===== src/common/bch_pkg.sv =====
package bch_pkg;

    typedef logic [7:0] gf_elem_t; // GF(2^6) keeps bits 7:6 at zero

    typedef enum logic {
        CODE_63_51   = 1'b0, // GF(2^6), x^6+x+1
        CODE_255_239 = 1'b1  // GF(2^8), x^8+x^4+x^3+x^2+1
    } code_e;

    typedef enum logic {
        IDLE  = 1'b0,
        ACCUM = 1'b1
    } ctrl_state_e;

    typedef struct packed {
        logic [7:0] data;
        logic       sof;  // first beat of a codeword
        code_e      code;
    } beat_t;

    typedef struct packed {
        gf_elem_t s1;
        gf_elem_t s2;
        gf_elem_t s3;
        gf_elem_t s4;
        code_e    code;
    } syndrome_t;

    localparam logic [5:0] BEATS_63  = 6'd8;
    localparam logic [5:0] BEATS_255 = 6'd32;

    // field polynomials without the leading term
    localparam gf_elem_t POLY_63  = 8'h03;
    localparam gf_elem_t POLY_255 = 8'h1d;

    function automatic logic [5:0] beats_per_code(code_e code);
        return (code == CODE_63_51) ? BEATS_63 : BEATS_255;
    endfunction

    // multiply by alpha, one step of the LFSR
    function automatic gf_elem_t gf_xtime(gf_elem_t a, code_e code);
        gf_elem_t r;
        if (code == CODE_63_51) begin
            r = {2'b00, a[4:0], 1'b0} ^ (a[5] ? POLY_63 : 8'h00);
        end else begin
            r = {a[6:0], 1'b0} ^ (a[7] ? POLY_255 : 8'h00);
        end
        return r;
    endfunction

    function automatic gf_elem_t gf_mul(gf_elem_t a, gf_elem_t b, code_e code);
        gf_elem_t p;
        p = '0;
        for (int i = 7; i >= 0; i--) begin // msb first, shift then add
            p = gf_xtime(p, code);
            if (b[i]) begin
                p = p ^ a;
            end
        end
        return p;
    endfunction

    // alpha^e, exponent reduced by the group order
    function automatic gf_elem_t gf_pow(int unsigned e, code_e code);
        int unsigned n;
        gf_elem_t    r;
        n = (code == CODE_63_51) ? (e % 63) : (e % 255);
        r = 8'h01;
        for (int unsigned i = 0; i < 254; i++) begin // fixed bound
            if (i < n) begin
                r = gf_xtime(r, code);
            end
        end
        return r;
    endfunction

endpackage


===== src/rtl/bch_syndrome_top.sv =====
module bch_syndrome_top import bch_pkg::*; #(
    parameter int DEPTH       = 4,
    parameter int RES_CREDITS = 2
) (
    input  logic      i_clk,
    input  logic      i_rst_n,
    input  logic      i_beat_valid,
    input  beat_t     i_beat,
    output logic      o_in_credit,
    input  logic      i_res_credit,
    output logic      o_res_valid,
    output syndrome_t o_res
);
    beat_t      head;
    logic       empty;
    logic       pop;
    logic       step;
    logic       restart;
    logic       last;
    code_e      code;
    logic [7:0] data;
    gf_elem_t   s1;
    gf_elem_t   s3;

    beat_fifo #(
        .DEPTH(DEPTH)
    ) u_fifo (
        .i_clk       (i_clk),
        .i_rst_n     (i_rst_n),
        .i_push      (i_beat_valid),
        .i_push_beat (i_beat),
        .i_pop       (pop),
        .o_head      (head),
        .o_empty     (empty),
        .o_in_credit (o_in_credit)
    );

    syndrome_ctrl #(
        .RES_CREDITS(RES_CREDITS)
    ) u_ctrl (
        .i_clk        (i_clk),
        .i_rst_n      (i_rst_n),
        .i_head       (head),
        .i_empty      (empty),
        .i_res_credit (i_res_credit),
        .o_pop        (pop),
        .o_step       (step),
        .o_restart    (restart),
        .o_code       (code),
        .o_data       (data),
        .o_last       (last)
    );

    odd_syndrome_acc #(.J(1)) u_acc_s1 (
        .i_clk(i_clk), .i_rst_n(i_rst_n), .i_step(step), .i_restart(restart),
        .i_code(code), .i_data(data), .o_syn(s1)
    );

    odd_syndrome_acc #(.J(3)) u_acc_s3 (
        .i_clk(i_clk), .i_rst_n(i_rst_n), .i_step(step), .i_restart(restart),
        .i_code(code), .i_data(data), .o_syn(s3)
    );

    syndrome_result u_result (
        .i_clk       (i_clk),
        .i_rst_n     (i_rst_n),
        .i_last      (last),
        .i_code      (code),
        .i_s1        (s1),
        .i_s3        (s3),
        .o_res_valid (o_res_valid),
        .o_res       (o_res)
    );

endmodule


===== src/rtl/beat_fifo.sv =====
module beat_fifo import bch_pkg::*; #(
    parameter int DEPTH = 4
) (
    input  logic  i_clk,
    input  logic  i_rst_n,
    input  logic  i_push,
    input  beat_t i_push_beat,
    input  logic  i_pop,
    output beat_t o_head,
    output logic  o_empty,
    output logic  o_in_credit
);
    localparam int AW = (DEPTH > 1) ? $clog2(DEPTH) : 1;
    localparam int CW = $clog2(DEPTH + 1);

    beat_t         mem [DEPTH];
    logic [AW-1:0] wr_ptr;
    logic [AW-1:0] rd_ptr;
    logic [CW-1:0] count;
    logic          credit_q;

    // sender holds credits, so a push never finds the buffer full
    always_ff @(posedge i_clk) begin
        if (i_push) begin
            mem[wr_ptr] <= i_push_beat;
        end
    end

    always_ff @(posedge i_clk) begin
        if (!i_rst_n) begin
            wr_ptr   <= '0;
            rd_ptr   <= '0;
            count    <= '0;
            credit_q <= 1'b0;
        end else begin
            if (i_push) begin
                wr_ptr <= (wr_ptr == AW'(DEPTH - 1)) ? '0 : wr_ptr + 1'b1; // wrap
            end
            if (i_pop) begin
                rd_ptr <= (rd_ptr == AW'(DEPTH - 1)) ? '0 : rd_ptr + 1'b1;
            end
            count    <= count + CW'(i_push) - CW'(i_pop);
            credit_q <= i_pop; // one credit back per consumed beat
        end
    end

    assign o_head      = mem[rd_ptr];
    assign o_empty     = (count == '0);
    assign o_in_credit = credit_q;

endmodule


===== src/syndrome/odd_syndrome_acc.sv =====
module odd_syndrome_acc import bch_pkg::*; #(
    parameter int J = 1
) (
    input  logic       i_clk,
    input  logic       i_rst_n,
    input  logic       i_step,
    input  logic       i_restart,
    input  code_e      i_code,
    input  logic [7:0] i_data,
    output gf_elem_t   o_syn
);
    // one beat moves every bit up by 8 degrees
    localparam gf_elem_t BEAT_63  = gf_pow(8 * J, CODE_63_51);
    localparam gf_elem_t BEAT_255 = gf_pow(8 * J, CODE_255_239);

    gf_elem_t bit_term [8];
    gf_elem_t beat_mul;
    gf_elem_t bit_sum;
    gf_elem_t syn_q;
    gf_elem_t syn_nxt;

    genvar k;
    generate
        for (k = 0; k < 8; k++) begin : g_bit
            localparam gf_elem_t POW_63  = gf_pow(J * k, CODE_63_51);   // alpha^(J*k)
            localparam gf_elem_t POW_255 = gf_pow(J * k, CODE_255_239);

            assign bit_term[k] = !i_data[k] ? '0 :
                                 (i_code == CODE_63_51) ? POW_63 : POW_255;
        end
    endgenerate

    always_comb begin
        bit_sum = '0;
        for (int n = 0; n < 8; n++) begin
            bit_sum = bit_sum ^ bit_term[n];
        end
    end

    assign beat_mul = (i_code == CODE_63_51) ? BEAT_63 : BEAT_255;

    // Horner step, old value ignored on the sof beat
    assign syn_nxt = (i_restart ? '0 : gf_mul(syn_q, beat_mul, i_code)) ^ bit_sum;

    always_ff @(posedge i_clk) begin
        if (!i_rst_n) begin
            syn_q <= '0;
        end else if (i_step) begin
            syn_q <= syn_nxt;
        end
    end

    assign o_syn = syn_q;

endmodule


===== src/syndrome/syndrome_ctrl.sv =====
module syndrome_ctrl import bch_pkg::*; #(
    parameter int RES_CREDITS = 2
) (
    input  logic       i_clk,
    input  logic       i_rst_n,
    input  beat_t      i_head,
    input  logic       i_empty,
    input  logic       i_res_credit,
    output logic       o_pop,
    output logic       o_step,
    output logic       o_restart,
    output code_e      o_code,
    output logic [7:0] o_data,
    output logic       o_last
);
    localparam int CW = $clog2(RES_CREDITS + 1);

    ctrl_state_e   state;
    logic [5:0]    cnt;      // beats taken of the current codeword
    code_e         code_q;
    logic [CW-1:0] credits;
    logic          has_beat;
    logic          is_sof;
    logic          at_last;
    logic          accum_pop;

    assign has_beat = !i_empty;
    assign is_sof   = has_beat && i_head.sof; // restarts even mid codeword
    assign at_last  = (cnt == beats_per_code(code_q) - 6'd1);

    // last beat waits here while no result slot is free
    assign accum_pop = has_beat && !i_head.sof && (state == ACCUM) &&
                       (!at_last || (credits != '0));

    assign o_step    = is_sof || accum_pop;
    assign o_pop     = o_step || (has_beat && !i_head.sof && (state == IDLE)); // stray beat dropped
    assign o_restart = is_sof;
    assign o_last    = accum_pop && at_last;
    assign o_code    = is_sof ? i_head.code : code_q;
    assign o_data    = i_head.data;

    always_ff @(posedge i_clk) begin
        if (!i_rst_n) begin
            state   <= IDLE;
            cnt     <= '0;
            code_q  <= CODE_63_51;
            credits <= CW'(RES_CREDITS);
        end else begin
            if (is_sof) begin
                state  <= ACCUM;
                cnt    <= 6'd1;
                code_q <= i_head.code;
            end else if (o_last) begin
                state <= IDLE;
                cnt   <= '0;
            end else if (accum_pop) begin
                cnt <= cnt + 6'd1;
            end
            credits <= credits + CW'(i_res_credit) - CW'(o_last); // reserve on last pop
        end
    end

endmodule


===== src/syndrome/syndrome_result.sv =====
module syndrome_result import bch_pkg::*; (
    input  logic      i_clk,
    input  logic      i_rst_n,
    input  logic      i_last,
    input  code_e     i_code,
    input  gf_elem_t  i_s1,
    input  gf_elem_t  i_s3,
    output logic      o_res_valid,
    output syndrome_t o_res
);
    logic      last_q;      // accumulators hold final values this cycle
    code_e     code_q;
    gf_elem_t  s2;
    gf_elem_t  s4;
    syndrome_t res_q;
    logic      res_valid_q;

    // even syndromes of a binary code are squares
    assign s2 = gf_mul(i_s1, i_s1, code_q);
    assign s4 = gf_mul(s2, s2, code_q);

    always_ff @(posedge i_clk) begin
        if (!i_rst_n) begin
            last_q      <= 1'b0;
            res_valid_q <= 1'b0;
        end else begin
            last_q      <= i_last;
            res_valid_q <= last_q; // single cycle pulse
        end
    end

    always_ff @(posedge i_clk) begin
        if (i_last) begin
            code_q <= i_code;
        end
        if (last_q) begin
            // next codeword may already be stepping the accumulators
            res_q.s1   <= i_s1;
            res_q.s2   <= s2;
            res_q.s3   <= i_s3;
            res_q.s4   <= s4;
            res_q.code <= code_q;
        end
    end

    assign o_res_valid = res_valid_q;
    assign o_res       = res_q;

endmodule


===== config.mk =====
export PLATFORM = sky130hd
export DESIGN_NAME = bch_syndrome_top
export DESIGN_NICKNAME = d
export VERILOG_FILES = /design/src/common/bch_pkg.sv /design/src/rtl/bch_syndrome_top.sv /design/src/rtl/beat_fifo.sv /design/src/syndrome/odd_syndrome_acc.sv /design/src/syndrome/syndrome_ctrl.sv /design/src/syndrome/syndrome_result.sv
export SDC_FILE = /design/constraint.sdc
export NUM_CORES = 1
export LEC_CHECK = 0
export BUFFER_PORTS_ARGS = -buffer_cell sky130_fd_sc_hd__buf_2
export CAP_MARGIN = 40
export CELL_PAD_IN_SITES_DETAIL_PLACEMENT = 2
export CELL_PAD_IN_SITES_GLOBAL_PLACEMENT = 2
export CORE_MARGIN = 8
export CORE_UTILIZATION = 35
export CTS_CLUSTER_DIAMETER = 200
export DETAILED_ROUTE_END_ITERATION = 8
export GPL_TIMING_DRIVEN = 0
export PLACE_DENSITY = 0.8
export RECOVER_POWER = 25
export SETUP_SLACK_MARGIN = 0.5
export SKIP_LAST_GASP = 1
export SLEW_MARGIN = 0
export SYNTH_ARGS = -nofsm -noshare
export SYNTH_HDL_FRONTEND = slang
export SYNTH_SLANG_ARGS = --single-unit

===== constraint.sdc =====
create_clock -name i_clk -period 6.54 [get_ports i_clk]
set_input_delay 0.981 -clock i_clk [delete_from_list [all_inputs] [get_ports i_clk]]
set_output_delay 0.981 -clock i_clk [all_outputs]
set_load 0.01 [all_outputs]

==> results of run 1 <==
-- through the flow --
stage / setup slack (ns) / hold slack (ns) / util / instances / cell area (µm²)
floorplan: 3.54 / 0.403 / - / 602 / 6430
global placement: 3.06 / 0.418 / 0.386 / 879 / 6960
detailed placement: 2.88 / 0.444 / 0.386 / 879 / 6960
CTS: 2.86 / 0.461 / 0.404 / 895 / 7280
global route: 2.68 / 0.469 / 0.403 / 895 / 7270
finish: 2.93 / 0.461 / 0.403 / 895 / 7270
-- kinds of logic after synthesis --
kind of cell    after synthesis  synth area share
buf+inv                      62            0.0445
mux                          29            0.0665
compound gates              114             0.121
simple gates                176             0.140
xor+xnor                     98             0.142
flops                       112             0.464
fa+ha+maj                    11            0.0226
-- worst max-delay path: stages, from the launching register on --
cell and delay [ns]:
dfxtp_1 0.44, or3_1 0.37, a211oi_1 0.53, nand2_1 0.15, o21ai_0 0.53, inv_1 0.13, ha_1 0.30, inv_1 0.06
ha_1 0.13, inv_1 0.05, fa_1 0.41, xnor2_1 0.15, xnor2_1 0.12, and2_1 0.15
-- synth_stat cells (3+ instances only) --
| master | instances | area (µm²) |
|---|---|---|
| a21boi_0 | 6 | 45.0 |
| a21boi_1 | 3 | 22.5 |
| a21oi_1 | 24 | 120 |
| a31oi_1 | 3 | 18.8 |
| a32oi_1 | 4 | 35.0 |
| and2_1 | 15 | 93.8 |
| and3_1 | 9 | 56.3 |
| buf_2 | 18 | 90.1 |
| buf_4 | 4 | 30.0 |
| clkbuf_1 | 18 | 67.6 |
| dfxtp_1 | 38 | 761 |
| edfxtp_1 | 74 | 2220 |
| ha_1 | 10 | 125 |
| inv_1 | 16 | 60.1 |
| mux2i_1 | 18 | 180 |
| mux4_2 | 10 | 225 |
| nand2_1 | 50 | 188 |
| nand2b_1 | 5 | 31.3 |
| nand3_1 | 15 | 75.1 |
| nand3b_1 | 3 | 22.5 |
| nand4_1 | 3 | 18.8 |
| nor2_1 | 32 | 120 |
| nor2b_1 | 17 | 106 |
| nor3_1 | 9 | 45.0 |
| o211a_1 | 5 | 50.1 |
| o211ai_1 | 4 | 30.0 |
| o21a_1 | 3 | 22.5 |
| o21ai_0 | 26 | 130 |
| o221ai_1 | 3 | 26.3 |
| o31ai_1 | 3 | 22.5 |
| or3_1 | 5 | 31.3 |
| xnor2_1 | 56 | 490 |
| xnor2_2 | 6 | 97.6 |
| xor2_1 | 35 | 307 |
-- flip-flops by register name, summed over array words and instances (netlist names), named ones only --
register              count
u_fifo.wr_ptr             2
u_acc_s1.o_syn            8
u_acc_s3.o_syn            8
u_ctrl.cnt                6
u_result.last_q           1
u_result.code_q           1
u_ctrl.credits            2
u_result.o_res           33
u_ctrl.code_q             1
u_fifo.mem               40
u_result.o_res_valid      1
u_ctrl.state              1
u_fifo.count              3
u_fifo.rd_ptr             2
u_fifo.o_in_credit        1
-- worst min-delay path by stage --
stage / start / to / slack, ns / cells past startpoint
4_1_cts: u_acc_s1.o_syn[4] / u_result.o_res[29] / 0.46 / 0
5_1_grt: u_acc_s1.o_syn[6] / u_result.o_res[31] / 0.47 / 0
3_5_place_dp: u_acc_s1.o_syn[6] / u_result.o_res[31] / 0.44 / 0
2_1_floorplan: u_acc_s1.o_syn[1] / u_result.o_res[26] / 0.40 / 0
6_report: u_acc_s1.o_syn[6] / u_result.o_res[31] / 0.46 / 0
3_3_place_gp: u_acc_s1.o_syn[2] / u_result.o_res[27] / 0.42 / 0
-- metal layers --
metal | global-route usage | vias to the layer above | part of all wire | wire length (µm)
met5 | 0 | - | 0 | 0
met4 | 0.0583 | 0 | 0.019 | 348
met3 | 0.0255 | 19 | 0.036 | 656
met2 | 0.285 | 77 | 0.50 | 8990
met1 | 0.203 | 2418 | 0.45 | 8080
li1 | - | 2251 | - | -
-- cell type report --
type,instances,area share
Clock buffer,9,0.0310
Buffer,45,0.0306
Tap cell,229,0.0394
Clock inverter,7,0.0131
Multi-Input combinational cell,428,0.435
Inverter,17,0.00878
Sequential cell,112,0.411
Timing Repair Buffer,48,0.0313
-- power by group through the flow --
stage	Combinational [mW]	Clock, mW	Sequential [mW]
after CTS	2.35	0.619	0.945
after detailed placement	2.34	0	0.960
after global routing	2.58	0.640	0.954
after floorplan	1.79	0	0.931
final	2.34	0.606	0.943
after global placement	2.21	0	0.951
==> impl_metrics.env, run 1 <==
export IMPL_status="complete, no violations"
export IMPL_io_buffers=48
export IMPL_period_needed_ns=3.61
export IMPL_die_area_um2=23000
export IMPL_clock_latency_ns=0.37
export IMPL_layout_drive_gt1_share=0.162
export IMPL_syn2layout_area_growth_pct=13.0
export IMPL_first_global_vias=5187
export IMPL_power_total_mw=3.89
export IMPL_dieWidth_um=152
export IMPL_drc=0
export IMPL_nNetsFinal=686
export IMPL_max_freq_mhz=277
export IMPL_dpl_hpwl_um=13500
export IMPL_powerDensity_nw_per_um2=536
export IMPL_syn_instance_count=602
export IMPL_arrival_ns=3.88
export IMPL_clk_pin_slew_worst_paths_ns=0.08
export IMPL_critPathKind="reg2reg"
export IMPL_combPwrFrac=0.602
export IMPL_cts_buffer_depth=2
export IMPL_final_common_cell="edfxtp_1"
export IMPL_seqPwrFrac=0.242
export IMPL_switching_share=0.450
export IMPL_regArea_um2=2980
export IMPL_r2r_end="u_fifo.count[2]"
export IMPL_synth_area_um2=6430
export IMPL_htreeDepth=3
export IMPL_p_int_mw=2.14
export IMPL_clockRootBuffer="clkbuf_16"
export IMPL_cts_setup_buffers=0
export IMPL_antenna_found_initial=0
export IMPL_fill_cells=1920
export IMPL_io_pins=49
export IMPL_min_path_type="reg2reg"
export IMPL_rsz0062_at_grt="no"
export IMPL_ant_nets=0
export IMPL_crit_reg2reg_launch="u_ctrl.code_q"
export IMPL_ys_flop_type="edfxtp_1"
export IMPL_final_setup_viol_count=0
export IMPL_cts_tree="built"
export IMPL_avgViaCountPerCell=5.32
export IMPL_cp_required_ns=6.80
export IMPL_place_gp_congestion=0.781
export IMPL_worst_slew_pin_slew_ns=0.855
export IMPL_rr_worst_depth=13
export IMPL_diodes=0
export IMPL_synth_nets=627
export IMPL_routed_via_count=4765
export IMPL_cap_violations=0
export IMPL_grt_overflow=0
export IMPL_max_slew_margin=0.430
export IMPL_setup_worst_path_start="u_ctrl.code_q"
export IMPL_grtUsageTotal=0.164
export IMPL_start_util=0.357
export IMPL_crit_end="u_fifo.count[2]"
export IMPL_power_switching_mw=1.75
export IMPL_hold_viol_final=0
export IMPL_peakVddDrop_uv=184
export IMPL_yosysSeqAreaShare=0.464
export IMPL_row_count=49
export IMPL_clock_sinks=112
export IMPL_setup_tns_ns=0
export IMPL_synth_edf_count=74
export IMPL_p_leak_nw=2.73
export IMPL_syn_area_per_cell_um2=10.7
export IMPL_dr_pass1_iters=4
export IMPL_multi_input_area_um2=3160
export IMPL_r2r_slack_ns=2.93
export IMPL_cts_buffers=9
export IMPL_cts_resized_gates=0
export IMPL_core_um2=18000
export IMPL_synth_cell_types=70
export IMPL_slew_viol_final=0
export IMPL_die_h_um=152
export IMPL_post_route_period_util=0.553
export IMPL_cp_end_kind="flip-flop"
export IMPL_yosys_warnings=0
export IMPL_cts_hold_repair_buffers=0
export IMPL_clkPwrFrac=0.156
export IMPL_clock_skew_ns=0.0118
export IMPL_startpoint_type="flip-flop"
export IMPL_grt_max_degree=35
export IMPL_drtIter0Drc=160
export IMPL_cp_max_fo=8
export IMPL_wl_per_cell_um=20.2
export IMPL_grt_pass1_wl_um=29100
export IMPL_synth_seq_cells=112
export IMPL_final_cell_mix="edfxtp_1, buf_2, xnor2_1, nand2_1, dfxtp_1"
export IMPL_finalWirelength_um=18100
export IMPL_async_flop_share=0
No activity file was read; power rests on OpenSTA's default activity.
==> run 2, diff against run 1 <==
--- a/config.mk
+++ b/config.mk
@@ -14,7 +14,7 @@
 export CTS_CLUSTER_DIAMETER = 200
 export DETAILED_ROUTE_END_ITERATION = 8
 export GPL_TIMING_DRIVEN = 0
-export PLACE_DENSITY = 0.8
+export PLACE_DENSITY = 0.83
 export RECOVER_POWER = 25
 export SETUP_SLACK_MARGIN = 0.5
 export SKIP_LAST_GASP = 1
==> constraint.sdc (replaced) <==
create_clock -name i_clk -period 3 [get_ports i_clk]
set_input_delay 0.45 -clock i_clk [delete_from_list [all_inputs] [get_ports i_clk]]
set_output_delay 0.45 -clock i_clk [all_outputs]
set_load 0.01 [all_outputs]
==> run 2 against run 1 <==
  * The flow now finishes with violations (negative setup slack)
  * Fmax increased by 16%
  * Worst setup slack got worse by 3.0 ns
  * Worst hold slack got worse by 0.15 ns
  * Total power increased to 3.1 times the previous value
  * Clock power increased by 110%
  * First-iteration DRC count increased by 97%
  * Flip-flop and latch count unchanged
  * Sequential share of layout area decreased by 6.9 points
  * Critical endpoint is now u_acc_s1.o_syn[3]
  * Largest power group unchanged
==> impl_metrics.env, run 2 (synthesized netlist as in run 1, its figures left out) <==
export IMPL_status="complete, but fails checks"
export IMPL_violations="negative setup slack"
export IMPL_whs_ns=0.311
export IMPL_nNetsFinal=741
export IMPL_final_common_cell="edfxtp_1"
export IMPL_p_int_mw=6.38
export IMPL_syn2layout_area_growth_pct=36.7
export IMPL_grt_overflow=0
export IMPL_cp_end_kind="flip-flop"
export IMPL_core_um2=18000
export IMPL_clockRootBuffer="clkbuf_16"
export IMPL_start_util=0.357
export IMPL_first_global_vias=6021
export IMPL_routed_via_count=5459
export IMPL_slew_viol_final=0
export IMPL_grtUsageMet1=0.244
export IMPL_clock_latency_ns=0.39
export IMPL_cts_tree="built"
export IMPL_arrival_ns=3.39
export IMPL_antenna_found_initial=0
export IMPL_drc=0
export IMPL_power_total_mw=12.1
export IMPL_post_route_period_util=1.03
export IMPL_diodes=0
export IMPL_grt_pass1_wl_um=37000
export IMPL_r2r_end="u_acc_s1.o_syn[3]"
export IMPL_hold_viol_final=0
export IMPL_max_freq_mhz=322
export IMPL_rsz0062_at_grt="yes"
export IMPL_p_leak_nw=3.32
export IMPL_use_met3=0.0407
export IMPL_layout_drive_gt1_share=0.399
export IMPL_max_slew_margin=0.428
export IMPL_wl_per_cell_um=28.8
export IMPL_drtIter0Drc=315
export IMPL_io_pins=49
export IMPL_ant_nets=0
export IMPL_min_path_type="in2reg"
export IMPL_cts_buffers=9
export IMPL_period_needed_ns=3.10
export IMPL_dr_pass1_iters=4
export IMPL_preCtsSetupSlack_ns=-0.229
export IMPL_die_area_um2=23000
export IMPL_busiest_layer="met2"
export IMPL_rr_worst_depth=13
export IMPL_avgViaCountPerCell=5.75
export IMPL_io_buffers=48
export IMPL_cp_max_fo=6
export IMPL_crit_end="u_acc_s1.o_syn[3]"
export IMPL_place_gp_congestion=0.817
export IMPL_dpl_hpwl_um=13800
export IMPL_powerDensity_nw_per_um2=1380
export IMPL_critPathKind="reg2reg"
export IMPL_clk_pin_slew_worst_paths_ns=0.09
export IMPL_peakVddDrop_uv=551
export IMPL_die_h_um=152
export IMPL_largest_register="u_fifo.mem"
export IMPL_grtUsageTotal=0.216
export IMPL_clock_skew_ns=0.0136
export IMPL_worst_slew_pin_slew_ns=0.857
export IMPL_final_cell_mix="edfxtp_1, buf_4, nand2_1, buf_2, xnor2_1"
export IMPL_dieWidth_um=152
export IMPL_clkPwrFrac=0.105
export IMPL_row_count=49
export IMPL_power_switching_mw=5.75
export IMPL_r2r_slack_ns=-0.10
export IMPL_switching_share=0.474
export IMPL_seqPwrFrac=0.174
export IMPL_worst_slack_ns=-0.103
export IMPL_finalWirelength_um=27300
export IMPL_largest_reg_flops=40
export IMPL_combPwrFrac=0.721
export IMPL_cp_required_ns=3.29
export IMPL_grt_max_degree=35
export IMPL_final_setup_viol_count=5
export IMPL_use_met2=0.393
export IMPL_cap_violations=0
export IMPL_startpoint_type="flip-flop"
export IMPL_htreeDepth=3
export IMPL_cts_buffer_depth=2
export IMPL_clock_sinks=112
-- run 2: layer usage --
layer	vias to the layer above	routed length [µm]
li1	2363	-
met1	2857	10900
met2	167	14300
met3	72	1040
met4	0	1110
met5	-	0
-- run 2: critical path: stages (launching register included) --
cell and delay [ns]:
dfxtp_2 0.35, buf_12 0.10, mux4_2 0.55, and2_4 0.17, buf_6 0.12, mux2i_4 0.30
inv_4 0.12, buf_6 0.16, mux2i_1 0.22, xnor2_1 0.15, buf_4 0.16, o21ai_0 0.25
a21oi_1 0.15, nor2b_1 0.21
-- run 2: worst min path at each step --
stage | start | end | slack (ns) | depth (start not counted)
after global placement | u_acc_s1.o_syn[3] | u_result.o_res[28] | 0.41 | 0
after floorplan | u_acc_s1.o_syn[1] | u_result.o_res[26] | 0.40 | 0
final | i_beat[1] | u_fifo.mem[1][1] | 0.31 | 1
after global routing | i_beat[5] | u_fifo.mem[3][5] | 0.32 | 1
after CTS | i_beat[1] | u_fifo.mem[3][1] | 0.28 | 1
after detailed placement | u_acc_s1.o_syn[2] | u_result.o_res[27] | 0.43 | 0
-- run 2: per-stage QoR --
stage | setup TNS, ns | area [µm²] | util | instances
after floorplan | 0 | 6620 | - | 602
final | -0.326 | 8790 | 0.488 | 950
after detailed placement | -0.663 | 7150 | 0.397 | 879
after global routing | -0.833 | 8790 | 0.488 | 950
after CTS | 0 | 8270 | 0.459 | 934
after global placement | -0.0547 | 7150 | 0.397 | 879
-- run 2: power groups by stage --
| stage | Combinational, mW | Clock [mW] | Sequential, mW |
|---|---|---|---|
| 2_1_floorplan | 4.11 | 0 | 2.04 |
| 3_3_place_gp | 5.00 | 0 | 2.08 |
| 3_5_place_dp | 5.32 | 0 | 2.10 |
| 4_1_cts | 6.76 | 1.26 | 2.08 |
| 5_1_grt | 9.06 | 1.33 | 2.12 |
| 6_report | 8.74 | 1.27 | 2.11 |
-- run 2: timing repair --
item                       CTS  global route
pin swaps                   49            45
hold buffers                 0             0
setup endpoints to repair   32            29
setup buffers               38            15
gates cloned                 1             1
resized for setup          121            93
-- run 2: area by class of cell --
| class | count | area, µm² |
|---|---|---|
| Inverter | 17 | 73.8 |
| Tap cell | 229 | 287 |
| Timing Repair Buffer | 103 | 739 |
| Buffer | 45 | 438 |
| Clock buffer | 10 | 239 |
| Sequential cell | 112 | 3000 |
| Clock inverter | 6 | 56.3 |
| Multi-Input combinational cell | 428 | 3960 |
| Fill cell | 1792 | 9230 |
==> run 3, diff against run 2 <==
--- a/config.mk
+++ b/config.mk
@@ -9,7 +9,6 @@
 export CAP_MARGIN = 40
 export CELL_PAD_IN_SITES_DETAIL_PLACEMENT = 2
 export CELL_PAD_IN_SITES_GLOBAL_PLACEMENT = 2
-export CORE_MARGIN = 8
 export CORE_UTILIZATION = 35
 export CTS_CLUSTER_DIAMETER = 200
 export DETAILED_ROUTE_END_ITERATION = 8
@@ -22,3 +21,4 @@
 export SYNTH_ARGS = -nofsm -noshare
 export SYNTH_HDL_FRONTEND = slang
 export SYNTH_SLANG_ARGS = --single-unit
+export TNS_END_PERCENT = 5
==> run 3 against run 2 <==
  * The flow still finishes with violations (negative setup slack)
  * Via count is 5.3% lower
  * Critical path type unchanged
  * Worst setup slack better by 0.0068 ns
  * Global-route usage is 1.4 points higher
  * First-iteration DRC count is 24% lower
  * Largest power group unchanged
==> impl_metrics.env, run 3 (synthesized netlist as in run 1, its figures left out) <==
export IMPL_cts_buffers=9
export IMPL_clock_latency_ns=0.37
export IMPL_finalWirelength_um=22000
export IMPL_fin_area_um2=8010
export IMPL_status="complete, but fails checks"
export IMPL_slew_viol_final=0
export IMPL_wl_per_cell_um=23.8
export IMPL_clock_skew_ns=0.0127
export IMPL_worst_slew_pin_slew_ns=0.863
export IMPL_row_count=49
export IMPL_die_area_um2=18900
export IMPL_post_route_period_util=1.03
export IMPL_arrival_ns=3.21
export IMPL_cts_buffer_depth=2
export IMPL_dr_pass1_iters=4
export IMPL_first_global_vias=5629
export IMPL_cap_violations=0
export IMPL_clock_sinks=112
export IMPL_place_inst=879
export IMPL_crit_reg2reg_launch="u_acc_s1.o_syn[7]"
export IMPL_die_h_um=138
export IMPL_min_from="i_beat[8]"
export IMPL_layout_drive_gt1_share=0.278
export IMPL_startpoint_type="flip-flop"
export IMPL_grtUsageTotal=0.229
export IMPL_core_um2=18000
export IMPL_clockRootBuffer="clkbuf_16"
export IMPL_drc=0
export IMPL_nNetsFinal=715
export IMPL_io_pins=49
export IMPL_avgViaCountPerCell=5.60
export IMPL_finalNonFillerCells=924
export IMPL_final_common_cell="edfxtp_1"
export IMPL_setup_tns_ns=-0.0961
export IMPL_fill_cells=1840
export IMPL_diodes=0
export IMPL_worst_slack_ns=-0.0961
export IMPL_antenna_found_initial=0
export IMPL_place_gp_congestion=0.794
export IMPL_peakVddDrop_uv=482
export IMPL_violations="negative setup slack"
export IMPL_period_needed_ns=3.10
export IMPL_cp_max_fo=10
export IMPL_min_path_type="in2reg"
export IMPL_dpl_hpwl_um=13300
export IMPL_start_util=0.358
export IMPL_grt_overflow=0
export IMPL_powerDensity_nw_per_um2=1220
export IMPL_max_slew_margin=0.425
export IMPL_routed_via_count=5170
export IMPL_final_cell_mix="edfxtp_1, xnor2_1, nand2_1, buf_2, buf_4"
export IMPL_cp_end_kind="flip-flop"
export IMPL_hold_viol_final=0
export IMPL_cts_tree="built"
export IMPL_htreeDepth=3
export IMPL_syn2layout_area_growth_pct=24.6
export IMPL_max_freq_mhz=323
export IMPL_cp_required_ns=3.12
export IMPL_clk_pin_slew_worst_paths_ns=0.07
export IMPL_critPathKind="reg2reg"
export IMPL_setup_worst_path_start="u_acc_s1.o_syn[7]"
export IMPL_io_buffers=48
export IMPL_dieWidth_um=138
export IMPL_grt_pass1_wl_um=31900
export IMPL_rsz0062_at_grt="yes"
export IMPL_cts_hold_repair_buffers=0
export IMPL_final_setup_viol_count=1
export IMPL_post_dp_cell_area_um2=6990
export IMPL_grt_max_degree=35
export IMPL_largest_reg_flops=40
export IMPL_p_leak_nw=3.01
export IMPL_drtIter0Drc=238
export IMPL_largest_register="u_fifo.mem"
export IMPL_ant_nets=0
[run 3: worst paths after layout]
| kind | to | slack [ns] | cells past startpoint |
|---|---|---|---|
| hold reg to reg | u_result.o_res[27] | 0.45 | 0 |
| setup / recovery | u_result.o_res[2] | -0.1 | 14 |
| hold / removal | u_fifo.mem[3][8] | 0.35 | 1 |
| setup reg to reg | u_result.o_res[2] | -0.1 | 14 |
[run 3: repair_timing]
item                       CTS  global route
gates cloned                 1             0
pin swaps                   31            13
buffers inserted            15            13
setup endpoints to repair   34            32
gates resized for setup    101            23
[run 3: critical path: stages (launching register included)]
cell and delay (ns):
dfxtp_2 0.36, buf_6 0.15, buf_6 0.17, buf_6 0.18, o22ai_2 0.10, o21ai_1 0.26, a31oi_1 0.19, buf_4 0.18
nor2_2 0.10, a211oi_2 0.07, a311oi_4 0.40, xnor2_2 0.21, xor2_1 0.21, mux2i_1 0.21, nand2_1 0.08
[run 3: where the power goes]
| group | total (mW) | switching, mW | internal, mW |
|---|---|---|---|
| registers | 2.09 | 0.176 | 1.91 |
| clock network | 1.25 | 0.605 | 0.646 |
| logic | 6.44 | 3.73 | 2.71 |
| total | 9.78 | 4.52 | 5.27 |
[run 3: cell type report]
| class | instances | area (µm²) | area share |
|---|---|---|---|
| Buffer | 45 | 352 | 0.0439 |
| Clock buffer | 13 | 270 | 0.0337 |
| Clock inverter | 3 | 28.8 | 0.00359 |
| Inverter | 17 | 66.3 | 0.00828 |
| Multi-Input combinational cell | 428 | 3550 | 0.443 |
| Sequential cell | 112 | 3000 | 0.374 |
| Tap cell | 229 | 287 | 0.0358 |
| Timing Repair Buffer | 77 | 465 | 0.0581 |
[run 3: metal layers]
metal | vias up | global-route usage | share of wire
met1 | 2651 | 0.262 | 0.41
li1 | 2308 | - | -
met2 | 158 | 0.418 | 0.52
met5 | - | 0 | 0
met4 | 0 | 0.104 | 0.037
met3 | 53 | 0.0346 | 0.037
[run 3: per-stage QoR]
step / hold slack, ns / util / setup slack, ns / power, mW
after floorplan: 0.403 / - / 0.305 / 5.97
after global placement: 0.415 / 0.389 / -0.368 / 6.89
after detailed placement: 0.424 / 0.389 / -0.585 / 7.21
after CTS: 0.295 / 0.437 / 0.138 / 9.16
after global routing: 0.360 / 0.446 / -0.216 / 10.3
final: 0.347 / 0.446 / -0.0961 / 9.78
